--- src/common/eth_pkg.sv ---
package eth_pkg;

    // XGMII control characters
    parameter logic [7:0] XGMII_START = 8'hFB;
    parameter logic [7:0] XGMII_TERM  = 8'hFD;
    parameter logic [7:0] XGMII_IDLE  = 8'h07;

    // Preamble and start of frame delimiter bytes
    parameter logic [7:0] PREAMBLE_BYTE = 8'h55;
    parameter logic [7:0] SFD_BYTE      = 8'hD5;

    // Ethernet CRC-32, LSB-first form
    parameter logic [31:0] CRC_POLY_REFLECTED = 32'hEDB88320;
    parameter logic [31:0] CRC_INIT           = 32'hFFFFFFFF;

    // One 32-bit XGMII transfer, lane 0 in the low byte
    typedef struct packed {
        logic [31:0] data;
        logic [3:0]  ctrl;
    } xgmii_word_t;

    // One output stream beat
    typedef struct packed {
        logic [31:0] data;
        logic [3:0]  keep;
        logic        last;
        // High on the last beat when the FCS matched
        logic        user;
    } axis_beat_t;

endpackage

--- src/design/crc32_slice.sv ---
module crc32_slice (
    input  logic        i_clk,
    input  logic        i_reset,
    input  logic        i_clear,
    input  logic [31:0] i_data,
    input  logic [3:0]  i_byte_en,
    output logic [31:0] o_crc
);

    logic [31:0] crc_state;
    logic [31:0] crc_step;

    // One byte through the reflected polynomial, bit 0 first
    function automatic logic [31:0] crc_byte(
        input logic [31:0] crc_in,
        input logic [7:0]  data_byte
    );
        logic [31:0] crc;
        crc = crc_in ^ {24'd0, data_byte};
        for (int b = 0; b < 8; b++) begin
            if (crc[0]) begin
                crc = (crc >> 1) ^ eth_pkg::CRC_POLY_REFLECTED;
            end else begin
                crc = crc >> 1;
            end
        end
        return crc;
    endfunction

    // Lane 0 goes in first, disabled lanes are skipped
    always_comb begin
        crc_step = crc_state;
        for (int i = 0; i < 4; i++) begin
            if (i_byte_en[i]) begin
                crc_step = crc_byte(crc_step, i_data[8*i +: 8]);
            end
        end
    end

    always_ff @(posedge i_clk) begin
        if (i_reset || i_clear) begin
            crc_state <= eth_pkg::CRC_INIT;
        end else begin
            crc_state <= crc_step;
        end
    end

    // Includes this cycle's bytes so the MAC can compare on the terminate word
    assign o_crc = ~crc_step;

endmodule

--- src/design/eth_rx_top.sv ---
module eth_rx_top #(
    parameter int COUNT_WIDTH = 16
) (
    input  logic                   i_clk,
    input  logic                   i_reset,
    input  eth_pkg::xgmii_word_t   i_rx_word,
    input  logic                   i_rx_valid,
    output eth_pkg::axis_beat_t    o_rx_beat,
    output logic                   o_rx_valid,
    output logic [COUNT_WIDTH-1:0] o_good_frames,
    output logic [COUNT_WIDTH-1:0] o_bad_frames
);

    logic        crc_clear;
    logic [31:0] crc_data;
    logic [3:0]  crc_byte_en;
    logic [31:0] crc_value;

    rx_mac u_rx_mac (
        .i_clk         (i_clk),
        .i_reset       (i_reset),
        .i_rx_word     (i_rx_word),
        .i_rx_valid    (i_rx_valid),
        .i_crc_value   (crc_value),
        .o_crc_clear   (crc_clear),
        .o_crc_data    (crc_data),
        .o_crc_byte_en (crc_byte_en),
        .o_rx_beat     (o_rx_beat),
        .o_rx_valid    (o_rx_valid)
    );

    crc32_slice u_crc32_slice (
        .i_clk     (i_clk),
        .i_reset   (i_reset),
        .i_clear   (crc_clear),
        .i_data    (crc_data),
        .i_byte_en (crc_byte_en),
        .o_crc     (crc_value)
    );

    rx_frame_stats #(
        .COUNT_WIDTH (COUNT_WIDTH)
    ) u_rx_frame_stats (
        .i_clk         (i_clk),
        .i_reset       (i_reset),
        .i_beat        (o_rx_beat),
        .i_beat_valid  (o_rx_valid),
        .o_good_frames (o_good_frames),
        .o_bad_frames  (o_bad_frames)
    );

endmodule

--- src/rx_mac/rx_frame_stats.sv ---
module rx_frame_stats #(
    parameter int COUNT_WIDTH = 16
) (
    input  logic                   i_clk,
    input  logic                   i_reset,
    input  eth_pkg::axis_beat_t    i_beat,
    input  logic                   i_beat_valid,
    output logic [COUNT_WIDTH-1:0] o_good_frames,
    output logic [COUNT_WIDTH-1:0] o_bad_frames
);

    logic frame_end;
    logic good_full;
    logic bad_full;

    assign frame_end = i_beat_valid && i_beat.last;

    // Counters stick at all ones
    assign good_full = &o_good_frames;
    assign bad_full  = &o_bad_frames;

    always_ff @(posedge i_clk) begin
        if (i_reset) begin
            o_good_frames <= '0;
            o_bad_frames  <= '0;
        end else if (frame_end) begin
            if (i_beat.user) begin
                if (!good_full) begin
                    o_good_frames <= o_good_frames + 1'b1;
                end
            end else begin
                if (!bad_full) begin
                    o_bad_frames <= o_bad_frames + 1'b1;
                end
            end
        end
    end

endmodule

--- src/rx_mac/rx_mac.sv ---
module rx_mac (
    input  logic                i_clk,
    input  logic                i_reset,

    // XGMII receive side
    input  eth_pkg::xgmii_word_t i_rx_word,
    input  logic                i_rx_valid,

    // CRC engine
    input  logic [31:0]         i_crc_value,
    output logic                o_crc_clear,
    output logic [31:0]         o_crc_data,
    output logic [3:0]          o_crc_byte_en,

    // Output stream
    output eth_pkg::axis_beat_t o_rx_beat,
    output logic                o_rx_valid
);

    typedef enum logic {
        ST_IDLE,
        ST_DATA
    } rx_state_t;

    rx_state_t state;
    rx_state_t state_next;

    logic        preamble_next;
    logic [31:0] prev_data;
    logic [3:0]  prev_en;

    logic        start_found;
    logic [3:0]  term_loc;
    logic        term_found;
    logic [1:0]  term_lane;
    logic [3:0]  term_keep;
    logic        beat_en;
    logic [63:0] fcs_window;
    logic [31:0] fcs_captured;

    // Start only counts in lane 0
    assign start_found = i_rx_valid && (state == ST_IDLE) && i_rx_word.ctrl[0]
                         && (i_rx_word.data[7:0] == eth_pkg::XGMII_START);

    always_comb begin
        for (int i = 0; i < 4; i++) begin
            term_loc[i] = i_rx_word.ctrl[i]
                          && (i_rx_word.data[8*i +: 8] == eth_pkg::XGMII_TERM);
        end
    end

    // Word after the start carries the SFD and is dropped
    assign beat_en    = i_rx_valid && (state == ST_DATA) && !preamble_next;
    assign term_found = beat_en && (|term_loc);

    // Lowest terminate lane wins, keep covers the lanes below it
    always_comb begin
        term_lane = 2'd0;
        for (int i = 3; i >= 0; i--) begin
            if (term_loc[i]) begin
                term_lane = 2'(i);
            end
        end
        for (int i = 0; i < 4; i++) begin
            term_keep[i] = (i < int'(term_lane));
        end
    end

    // FCS straddles the held word and the terminate word
    assign fcs_window   = {i_rx_word.data, prev_data};
    assign fcs_captured = fcs_window[8*term_lane +: 32];

    always_comb begin
        o_rx_beat = '0;
        if (beat_en) begin
            o_rx_beat.keep = term_found ? term_keep : 4'b1111;
            o_rx_beat.last = term_found;
            o_rx_beat.user = term_found && (fcs_captured == i_crc_value);
            for (int i = 0; i < 4; i++) begin
                if (o_rx_beat.keep[i]) begin
                    o_rx_beat.data[8*i +: 8] = i_rx_word.data[8*i +: 8];
                end
            end
        end
    end

    assign o_rx_valid = beat_en;

    // CRC runs one accepted word behind, so FCS bytes can be cut out in time
    assign o_crc_clear = (state == ST_IDLE);
    assign o_crc_data  = prev_data;

    always_comb begin
        if (!i_rx_valid) begin
            o_crc_byte_en = 4'b0000;
        end else if (term_found) begin
            o_crc_byte_en = term_keep & prev_en;
        end else begin
            o_crc_byte_en = prev_en;
        end
    end

    always_comb begin
        state_next = state;
        case (state)
            ST_IDLE: begin
                if (start_found) begin
                    state_next = ST_DATA;
                end
            end
            ST_DATA: begin
                if (term_found) begin
                    state_next = ST_IDLE;
                end
            end
            default: state_next = ST_IDLE;
        endcase
    end

    always_ff @(posedge i_clk) begin
        if (i_reset) begin
            state         <= ST_IDLE;
            preamble_next <= 1'b0;
            prev_en       <= 4'b0000;
        end else if (i_rx_valid) begin
            state         <= state_next;
            preamble_next <= start_found;
            // Only bytes that left as a beat may enter the CRC later
            prev_en       <= o_rx_beat.keep;
        end
    end

    always_ff @(posedge i_clk) begin
        if (i_rx_valid) begin
            prev_data <= i_rx_word.data;
        end
    end

endmodule
--- config.mk ---
export PLATFORM = sky130hd
export DESIGN_NAME = eth_rx_top
export DESIGN_NICKNAME = d
export VERILOG_FILES = /design/src/common/eth_pkg.sv /design/src/design/crc32_slice.sv /design/src/design/eth_rx_top.sv /design/src/rx_mac/rx_frame_stats.sv /design/src/rx_mac/rx_mac.sv
export SDC_FILE = /design/constraint.sdc
export NUM_CORES = 1
export LEC_CHECK = 0
export BUFFER_PORTS_ARGS = -buffer_cell sky130_fd_sc_hd__buf_2
export CORE_MARGIN = 2
export CORE_UTILIZATION = 55
export DETAILED_ROUTE_END_ITERATION = 8
export HOLD_SLACK_MARGIN = 0.05
export PLACE_DENSITY_LB_ADDON = 0.15
export SYNTH_ARGS = -nofsm -noshare
export SYNTH_HDL_FRONTEND = slang
export SYNTH_SLANG_ARGS = --single-unit
--- constraint.sdc ---
create_clock -name i_clk -period 11.3 [get_ports i_clk]
set_input_delay 2.26 -clock i_clk [delete_from_list [all_inputs] [get_ports i_clk]]
set_output_delay 2.26 -clock i_clk [all_outputs]
set_load 0.01 [all_outputs]
==> metrics.txt, run 1 <==
status finished, final reports clean; RSZ-0062 raised after global routing false; total clock sinks 102; clock tree root buffer cell clkbuf_16; Worst Skew 0.0136 ns; CP Data Arrival Time 8.67 ns; Power Density 93.4 nW/um^2; sequential area share after synthesis 17.5%; clock group share of total power 23.5%; critical path class in2out; synth top area cells xnor2_1, xnor3_1, dfxtp_1; Reg power frac 30.0%; Primary FF master, synth dfxtp_1; CP Launch Type input port; Sw Ratio 38.4%; H-tree depth 3; Slew HR 26.4%; Comb pwr share 46.4%; fraction of layout cells with a size suffix above 1 17.2%; die height 160 um; Final ANT Viol Nets 0; reg-to-reg setup timing slack 2.94 ns; reg2reg start u_crc32_slice.crc_state[2]; Post-CTS Hold Fix Bufs 0; GR Overflow Total 0; most frequent cells in the layout xnor2_1, nand2_1, nor2_1, buf_2, a21oi_1; routed vias/inst 6.53; Max-cap violations 0; Total GRT Usage 39.7%; CTS Buf Count 9; ys async rst share 0%; Worst Tran Pin Value 1.10 ns; Syn Nets 1604; clock-pin slew on the worst setup and hold paths 0.09 ns; biggest area consumer among synthesized cells xnor2_1; CTS tree built; Cell variety after synth 100; Final Cycle Share 96.7%; Vias 12900; Tmin final 10.93 ns; mapped cell area 13500 sq um; Die ar. 25700 sq um; wire length of the first global-routing pass 76.1 mm; Nets 1686; number of gates resized after CTS 0; TNS Setup 0 ns; Post-Syn Instances 1563; Final Routed Wirelength 52.2 mm; row cnt 57; post-synth top area share 11.1%; Leakage 6.20 nW; initial drt markers 1710; Setup Viol. Count Final 0; Placeable Area 24200 sq um; Filler Cell Count 2147; Area growth, synth to finish 9.75%; num ports 110; internal power consumption 0.000850 W; hold slack 0.505 ns; WHS Endpoint u_rx_frame_stats.o_good_frames[10]; Final Worst Setup Slack 0.373 ns; Final Hold Fails 0; Starting Density 55.7%; min-delay src u_rx_frame_stats.o_good_frames[10]; Clock Latency Late Sink 0.37 ns; Worst setup EP type output pin; die span in x 160 um; post-layout util 61.1%; Reg2Reg Depth 21; Synth Register Bits 102; crit-path max FO 8; syn_area_per_cell 8.61 sq um; post-CTS setup buffers 0; Buffers on Ports 109; RePlAce Congestion 0.999; number of synthesis warnings 0; max frequency 91.5 MHz; initial antenna violation count 1; number of global-route vias before repair 11700; worst path required time 9.04 ns; Post-synth EDFFs 32; WL/cell 26.4 um; largest net degree at the start of global routing 50; Peak VDD IR 0.0677 mV; pre-CTS WS 0.314 ns; DP Wirelength 41.6 mm; Clock Tree Buf Depth 2; worst r2r dst u_rx_frame_stats.o_bad_frames[12]; DR pass1 iterations 6; WHS Path Cells 2; worst min-delay path class reg2reg; P_sw 0.000530 W; most common cell after layout, fill and taps aside xnor2_1; drc violations 0; Slew Viols, Final 0
## layer usage
| layer | track usage (%) | part of all wire, % |
|---|---|---|
| met1 | 54.4 | 41 |
| met2 | 60.1 | 43 |
| met4 | 15.0 | 4.5 |
| met5 | 0 | 0.025 |
| met3 | 10.6 | 11 |
## stage by stage
step	area, sq um	total power [W]	instances
finish	14800	0.00138	1975
CTS	14800	0.00136	1974
global placement	14500	0.00104	1958
floorplan	13500	0.000886	1563
global route	14800	0.00143	1974
detailed placement	14500	0.00104	1958
## cell families (layout without fill, tap and decap cells)
family | after synthesis | in the layout | synth area share [%]
multiplexers | 106 | 106 | 8.61
buffers and inverters | 128 | 215 | 3.91
adder cells (fa/ha/maj) | 2 | 2 | 0.186
other | 0 | 1 | 0
XOR/XNOR | 329 | 329 | 31.1
AND/OR/NAND/NOR | 554 | 554 | 21.6
flip-flops | 102 | 102 | 17.5
AO/OA/AOI/OAI | 342 | 342 | 17.0
## cells in the mapped netlist, types with 32 or more instances
cell type / number
edfxtp_1: 32
and2_1: 49
nand2_1: 135
nor2_1: 114
o211ai_1: 36
inv_1: 32
dfxtp_1: 70
clkbuf_1: 63
a21oi_1: 94
xnor2_1: 171
xnor3_1: 65
nand3_1: 37
o21ai_0: 79
mux2i_1: 67
xor2_1: 61
## power by group through the flow
stage / combinational (W) / sequential [W] / clock, W
after floorplan: 0.000481 / 0.000405 / 0
after global placement: 0.000620 / 0.000421 / 0
after detailed placement: 0.000623 / 0.000421 / 0
after CTS: 0.000627 / 0.000412 / 0.000325
after global routing: 0.000672 / 0.000415 / 0.000342
final: 0.000641 / 0.000414 / 0.000325
## worst max path at each step
| stage | startpoint | end | slack (ns) | cells after the start |
|---|---|---|---|---|
| floorplan | i_rx_valid | o_rx_beat[0] | 1.49 | 21 |
| global placement | i_rx_word[10] | o_rx_beat[0] | 0.39 | 19 |
| detailed placement | i_rx_word[10] | o_rx_beat[0] | 0.31 | 20 |
| CTS | i_rx_word[10] | o_rx_beat[0] | 0.30 | 20 |
| global route | i_rx_word[10] | o_rx_beat[0] | 0.04 | 20 |
| finish | i_rx_word[10] | o_rx_beat[0] | 0.37 | 20 |
## sequential cells by signal, indices dropped and copies added (netlist names)
register and flops:
u_rx_frame_stats.o_good_frames 16, u_rx_mac.preamble_next 1, u_rx_frame_stats.o_bad_frames 16, u_rx_mac.prev_en 4, u_crc32_slice.crc_state 32, u_rx_mac.o_crc_data 32, u_rx_mac.state 1
## final cells by class
class | instances | area (sq um) | area share [%]
Antenna cell | 1 | 2.50 | 0.0169
Clock buffer | 9 | 225 | 1.52
Sequential cell | 102 | 2360 | 16.0
Timing Repair Buffer | 167 | 981 | 6.64
Inverter | 32 | 120 | 0.813
Multi-Input combinational cell | 1333 | 10600 | 71.8
Tap cell | 324 | 405 | 2.74
Clock inverter | 7 | 66.3 | 0.449
## critical path, cell delays in order
cell and delay, ns:
buf_2 0.16, nand4_1 0.28, nor3_1 0.67, o21ai_0 0.32, nand2_1 0.37, nor3_1 0.10
a2111oi_1 0.68, and2_1 0.29, buf_4 0.20, xnor3_2 0.33, xnor2_4 0.31, o21ai_1 0.16
xnor2_2 0.50, xor2_1 0.28, xnor2_1 0.40, o31ai_1 0.13, a2111o_1 0.48, nor4_2 0.37
and3_1 0.22, buf_2 0.14
Note: power is estimated with default switching activity, not from simulation.
==> run 2: changes to the inputs <==
==> constraint.sdc (replaced) <==
create_clock -name i_clk -period 9.36 [get_ports i_clk]
set_input_delay 1.872 -clock i_clk [delete_from_list [all_inputs] [get_ports i_clk]]
set_output_delay 1.872 -clock i_clk [all_outputs]
set_load 0.01 [all_outputs]
==> metrics.txt, run 2 (synthesized netlist as in run 1, its figures left out) <==
Leakage 7.41 nW (+20%); row cnt 57 (unchanged); worst path required time 7.49 ns (-1.55 ns); CTS Buf Count 9 (unchanged); hold slack 0.504 ns (-0.00108 ns); die span in x 160 um (unchanged); DP Wirelength 43.6 mm (+4.7%); worst min-delay path class reg2reg; initial drt markers 1704 (-0.35%); Worst Skew 0.0164 ns (+0.00277 ns); Worst Tran Pin Value 1.25 ns (+0.153 ns); Vias 13900 (+8.0%); clock-pin slew on the worst setup and hold paths 0.09 ns (about the same); total clock sinks 102 (unchanged); min-delay src u_rx_frame_stats.o_good_frames[10]; Buffers on Ports 109 (unchanged); failing checks setup timing; Crit-path slowest cell or4_4; CP Launch Point i_rx_valid; Top delay family on crit path simple AND/OR/NAND/NOR gates; multi-input logic area 11100 sq um (+4.3%); Slew Viols, Final 0 (unchanged); clock tree root buffer cell clkbuf_16; Max-cap violations 0 (unchanged); max frequency 107 MHz; H-tree depth 3 (unchanged); PnR Total Power 0.00186 W (+35%); CP dominant cell by count buf_4; Buf+Inv Stages, Crit Path 11 (+8); largest net degree at the start of global routing 55 (+10%); Crit path depth 28 (+40%); Clock Tree Buf Depth 2 (unchanged); Power Density 110 nW/um^2 (+17%); Clock Latency Late Sink 0.37 ns (about the same); wire length of the first global-routing pass 81.0 mm (+6.5%); critical path class in2out; pre-CTS WS -0.276 ns (-0.590 ns); reg2reg start u_crc32_slice.crc_state[2]; die height 160 um (unchanged); initial antenna violation count 0 (-1); fraction of layout cells with a size suffix above 1 29.7% (+13 points); most frequent cells in the layout buf_4, xnor2_1, nand2_1, nor2_1, buf_2; Placeable Area 24200 sq um (unchanged); crit-path max FO 6 (-2); CP Data Arrival Time 7.51 ns (-1.16 ns); Die ar. 25700 sq um (unchanged); drc violations 0 (unchanged); Starting Density 55.7% (unchanged); most common cell after layout, fill and taps aside buf_4; Final Worst Setup Slack -0.0267 ns (-0.399 ns); Post-CTS Hold Fix Bufs 0 (unchanged); FF+latch area 2360 sq um (unchanged); number of global-route vias before repair 12900 (+10%); CP max stage delay 0.55 ns (-0.13 ns); Total GRT Usage 41.8% (+2.1 points); Final Routed Wirelength 54.9 mm (+5.2%); reg-to-reg setup timing slack 1.58 ns (-1.36 ns); CP Launch Type input port; Final Hold Fails 0 (unchanged); Setup Viol. Count Final 1 (+1); Final Non-Filler Cells 2185 (+11%); Slew HR 16.8% (-9.7 points); Worst setup EP type output pin; routed vias/inst 6.37 (-2.4%); Area growth, synth to finish 26.0%; Tmin final 9.39 ns; Peak VDD IR 0.108 mV (+60%); RSZ-0062 raised after global routing true; WHS Path Cells 2 (unchanged); RePlAce Congestion 1.02 (+1.9%); status finished, violations left; WL/cell 25.1 um (-4.9%); Filler Cell Count 1972 (-8.2%); Reg2Reg Depth 23 (+9.5%); CTS tree built; DR pass1 iterations 7 (+1); num ports 110 (unchanged); fin area 17000 sq um (+15%); Post-Place Cells 2136 (+9.1%); Final Cycle Share 100%; GR Overflow Total 0 (unchanged); Placed Instance Area 15900 sq um (+9.7%); Final ANT Viol Nets 0 (unchanged); Nets 1896 (+12%)
==> run 2: through the flow <==
step	TNS, ns	utilization [%]
5_1_grt	-0.198	70.1
6_report	-0.0267	70.1
4_1_cts	0	69.0
3_5_place_dp	-0.276	65.7
3_3_place_gp	-0.243	65.7
2_1_floorplan	0	-
==> run 2: layout make-up <==
class                      count  share of cell area (%)
multi-input combinational   1334                    65.3
timing repair buffer         376                    15.9
inverter                      32                   0.708
antenna                        1                  0.0148
clock inverter                 7                   0.465
sequential                   102                    13.9
clock buffer                   9                    1.33
tap                          324                    2.39
==> run 2: worst register-to-register path: stages, from the launching register on <==
cell and delay [ns]:
dfxtp_1 0.43, xnor2_1 0.73, xnor3_1 0.58, xor2_1 0.29, xnor3_1 0.39, a221oi_2 0.39
buf_4 0.22, xnor2_2 0.15, buf_4 0.17, xnor2_1 0.12, xor3_1 0.29, buf_4 0.17
xnor3_1 0.32, mux2i_1 0.63, nor2_1 0.11, o21ai_0 0.43, buf_4 0.20, o2111ai_1 0.12
or4b_1 0.50, nor4_1 0.39, and4_1 0.32, buf_4 0.28, nor4_1 0.11, mux2_1 0.32
==> run 2: power breakdown <==
part / internal [W] / switching (W) / total [W]
combinational: 0.000491 / 0.000455 / 0.000946
clock: 0.000193 / 0.000219 / 0.000412
sequential: 0.000469 / 0.0000321 / 0.000501
total: 0.00115 / 0.000706 / 0.00186
==> run 2: worst paths after layout <==
| kind | endpoint |
|---|---|
| worst max-delay path | o_rx_beat[0] |
| worst min-delay path | u_rx_frame_stats.o_good_frames[10] |
| worst max register to register | u_rx_frame_stats.o_bad_frames[5] |
| worst min register to register | u_rx_frame_stats.o_good_frames[10] |
==> run 2: what timing repair did <==
item	CTS	global route
gates resized for setup	55	38
gates cloned	1	0
setup endpoints to repair	1	1
pin swaps	25	23
buffers inserted	19	12
==> run 2: per-layer routing <==
metal | part of all wire, % | GRT usage (%)
met1 | 41 | 58.0
met4 | 4.9 | 17.7
met2 | 44 | 65.0
met5 | 0 | 0
met3 | 10 | 6.66
==> run 3: changes to the inputs <==
--- a/config.mk
+++ b/config.mk
@@ -6,7 +6,6 @@
 export NUM_CORES = 1
 export LEC_CHECK = 0
 export BUFFER_PORTS_ARGS = -buffer_cell sky130_fd_sc_hd__buf_2
-export CORE_MARGIN = 2
 export CORE_UTILIZATION = 55
 export DETAILED_ROUTE_END_ITERATION = 8
 export HOLD_SLACK_MARGIN = 0.05
==> metrics.txt, run 3 (synthesized netlist as in run 1, its figures left out) <==
GR Overflow Total 0 (unchanged); Final Hold Fails 0 (unchanged); initial antenna violation count 0 (unchanged); Clock Tree Buf Depth 2 (unchanged); Worst Tran Pin Value 1.13 ns (-0.119 ns); die span in x 158 um (-1.2%); Die ar. 25100 sq um (-2.5%); status finished, final reports clean; Leakage 7.17 nW (-3.3%); Worst setup EP type output pin; num ports 110 (unchanged); Max-cap violations 0 (unchanged); RePlAce Congestion 1.06 (+3.9%); DR pass1 iterations 5 (-2); Placeable Area 23800 sq um (-1.8%); critical path class in2out; Vias 13600 (-2.2%); worst min-delay path class reg2reg; Tmin final 9.32 ns (-0.0626 ns); Nets 1850 (-2.4%); DP Wirelength 41.6 mm (-4.7%); Total GRT Usage 41.7% (-0.16 points); CP Launch Type input port; max frequency 107 MHz (+0.67%); die height 158 um (-1.2%); worst path required time 7.49 ns (about the same); crit-path max FO 12 (+6); Final Cycle Share 99.6% (-0.67 points); Clock Latency Late Sink 0.37 ns (about the same); initial drt markers 1577 (-7.5%); clock-pin slew on the worst setup and hold paths 0.09 ns (about the same); RSZ-0062 raised after global routing true; drc violations 0 (unchanged); most common cell after layout, fill and taps aside buf_4; Area growth, synth to finish 23.8%; Placed Instance Area 15300 sq um (-3.5%); Post-CTS Hold Fix Bufs 0 (unchanged); total clock sinks 102 (unchanged); H-tree depth 3 (unchanged); Power Density 109 nW/um^2 (-0.71%); diodes inserted 0 (-1); routed vias/inst 6.39 (+0.20%); number of global-route vias before repair 12500 (-2.9%); clock tree root buffer cell clkbuf_16; CP Data Arrival Time 7.45 ns (-0.06 ns); wire length of the first global-routing pass 76.1 mm (-6.1%); Final ANT Viol Nets 0 (unchanged); Starting Density 56.7% (+0.99 points); CTS tree built; row cnt 56 (-1.8%); most frequent cells in the layout buf_4, xnor2_1, nand2_1, nor2_1, buf_2; Worst Skew 0.0143 ns (-0.00211 ns); Buffers on Ports 109 (unchanged); Final Non-Filler Cells 2133 (-2.4%); Slew Viols, Final 0 (unchanged); CTS Buf Count 9 (unchanged); largest net degree at the start of global routing 50 (-9.1%); Peak VDD IR 0.0930 mV (-14%); fin area 16700 sq um (-1.7%); fraction of layout cells with a size suffix above 1 28.3% (-1.4 points); PnR Total Power 0.00181 W (-2.4%); Final Routed Wirelength 53.0 mm (-3.3%); Setup Viol. Count Final 0 (-1); Post-Place Cells 2068 (-3.2%); Slew HR 24.1% (+7.4 points); WL/cell 24.9 um (-0.94%); hold slack 0.500 ns (-0.00355 ns)
-- run 3: cell count changes in the layout (fill, tap and decap cells not counted), sizes merged --
cell	before	now
nand3	39	38
clkbuf	10	9
clkinv	2	3
buf	375	331
diode	1	0
inv	37	36
-- run 3: metal layers --
metal	vias to the layer above	global-route usage [%]	wire length, um
met5	-	0	0
met4	0	24.6	3550
met3	211	8.11	5460
met2	824	66.0	23600
met1	6457	52.6	20400
li1	6130	-	-
-- run 3: worst max-delay path, cell delays in order --
cell and delay (ns):
buf_2 0.16, nand3b_4 0.11, or4_4 0.55, buf_6 0.18
a22oi_2 0.23, a211oi_4 0.08, xor2_2 0.20, xnor3_1 0.43
buf_4 0.15, o41a_1 0.41, a311o_1 0.41, a31oi_4 0.24
xnor2_4 0.13, or3_1 0.34, buf_4 0.17, a21o_1 0.20
a31oi_2 0.22, o221ai_2 0.16, or4bb_1 0.54, nor4_2 0.29
and3_1 0.22, buf_6 0.11
-- run 3: final timing paths --
check                                          from                           endpoint  slack [ns]  depth (start not counted)
setup / recovery                         i_rx_valid                       o_rx_beat[0]        0.04                         22
hold / removal    u_rx_frame_stats.o_bad_frames[10]  u_rx_frame_stats.o_bad_frames[10]        0.50                          2
setup reg to reg         u_crc32_slice.crc_state[6]   u_rx_frame_stats.o_bad_frames[0]        1.48                         22
hold reg to reg   u_rx_frame_stats.o_bad_frames[10]  u_rx_frame_stats.o_bad_frames[10]        0.50                          2
-- run 3: area by class of cell --
type	count	area, sq um
clock buffer	9	225
clock inverter	7	83.8
fill	1919	7090
inverter	32	120
multi-input combinational	1333	11200
sequential	102	2360
tap	319	399
timing repair buffer	331	2310
-- run 3: metrics by stage --
| stage | worst slack, ns | util [%] | TNS (ns) |
|---|---|---|---|
| final | 0.0359 | 70.2 | 0 |
| after global routing | -0.0901 | 70.2 | -0.0901 |
| after CTS | 0.0256 | 66.4 | 0 |
| after detailed placement | -0.176 | 64.6 | -0.176 |
| after global placement | -0.105 | 64.6 | -0.105 |
| after floorplan | 0.328 | - | 0 |
-- run 3: power by group --
| group | switching [W] | internal, W |
|---|---|---|
| Clock | 0.000202 | 0.000192 |
| Sequential | 0.0000313 | 0.000469 |
| Combinational | 0.000447 | 0.000472 |
-- run 3: what timing repair did --
action | CTS | global route
pin swaps | 4 | 50
setup endpoints to repair | 1 | 1
buffers inserted | 7 | 41
gates resized for setup | 16 | 105
endpoints found under the hold margin | 0 | 0
cloned | 0 | 1
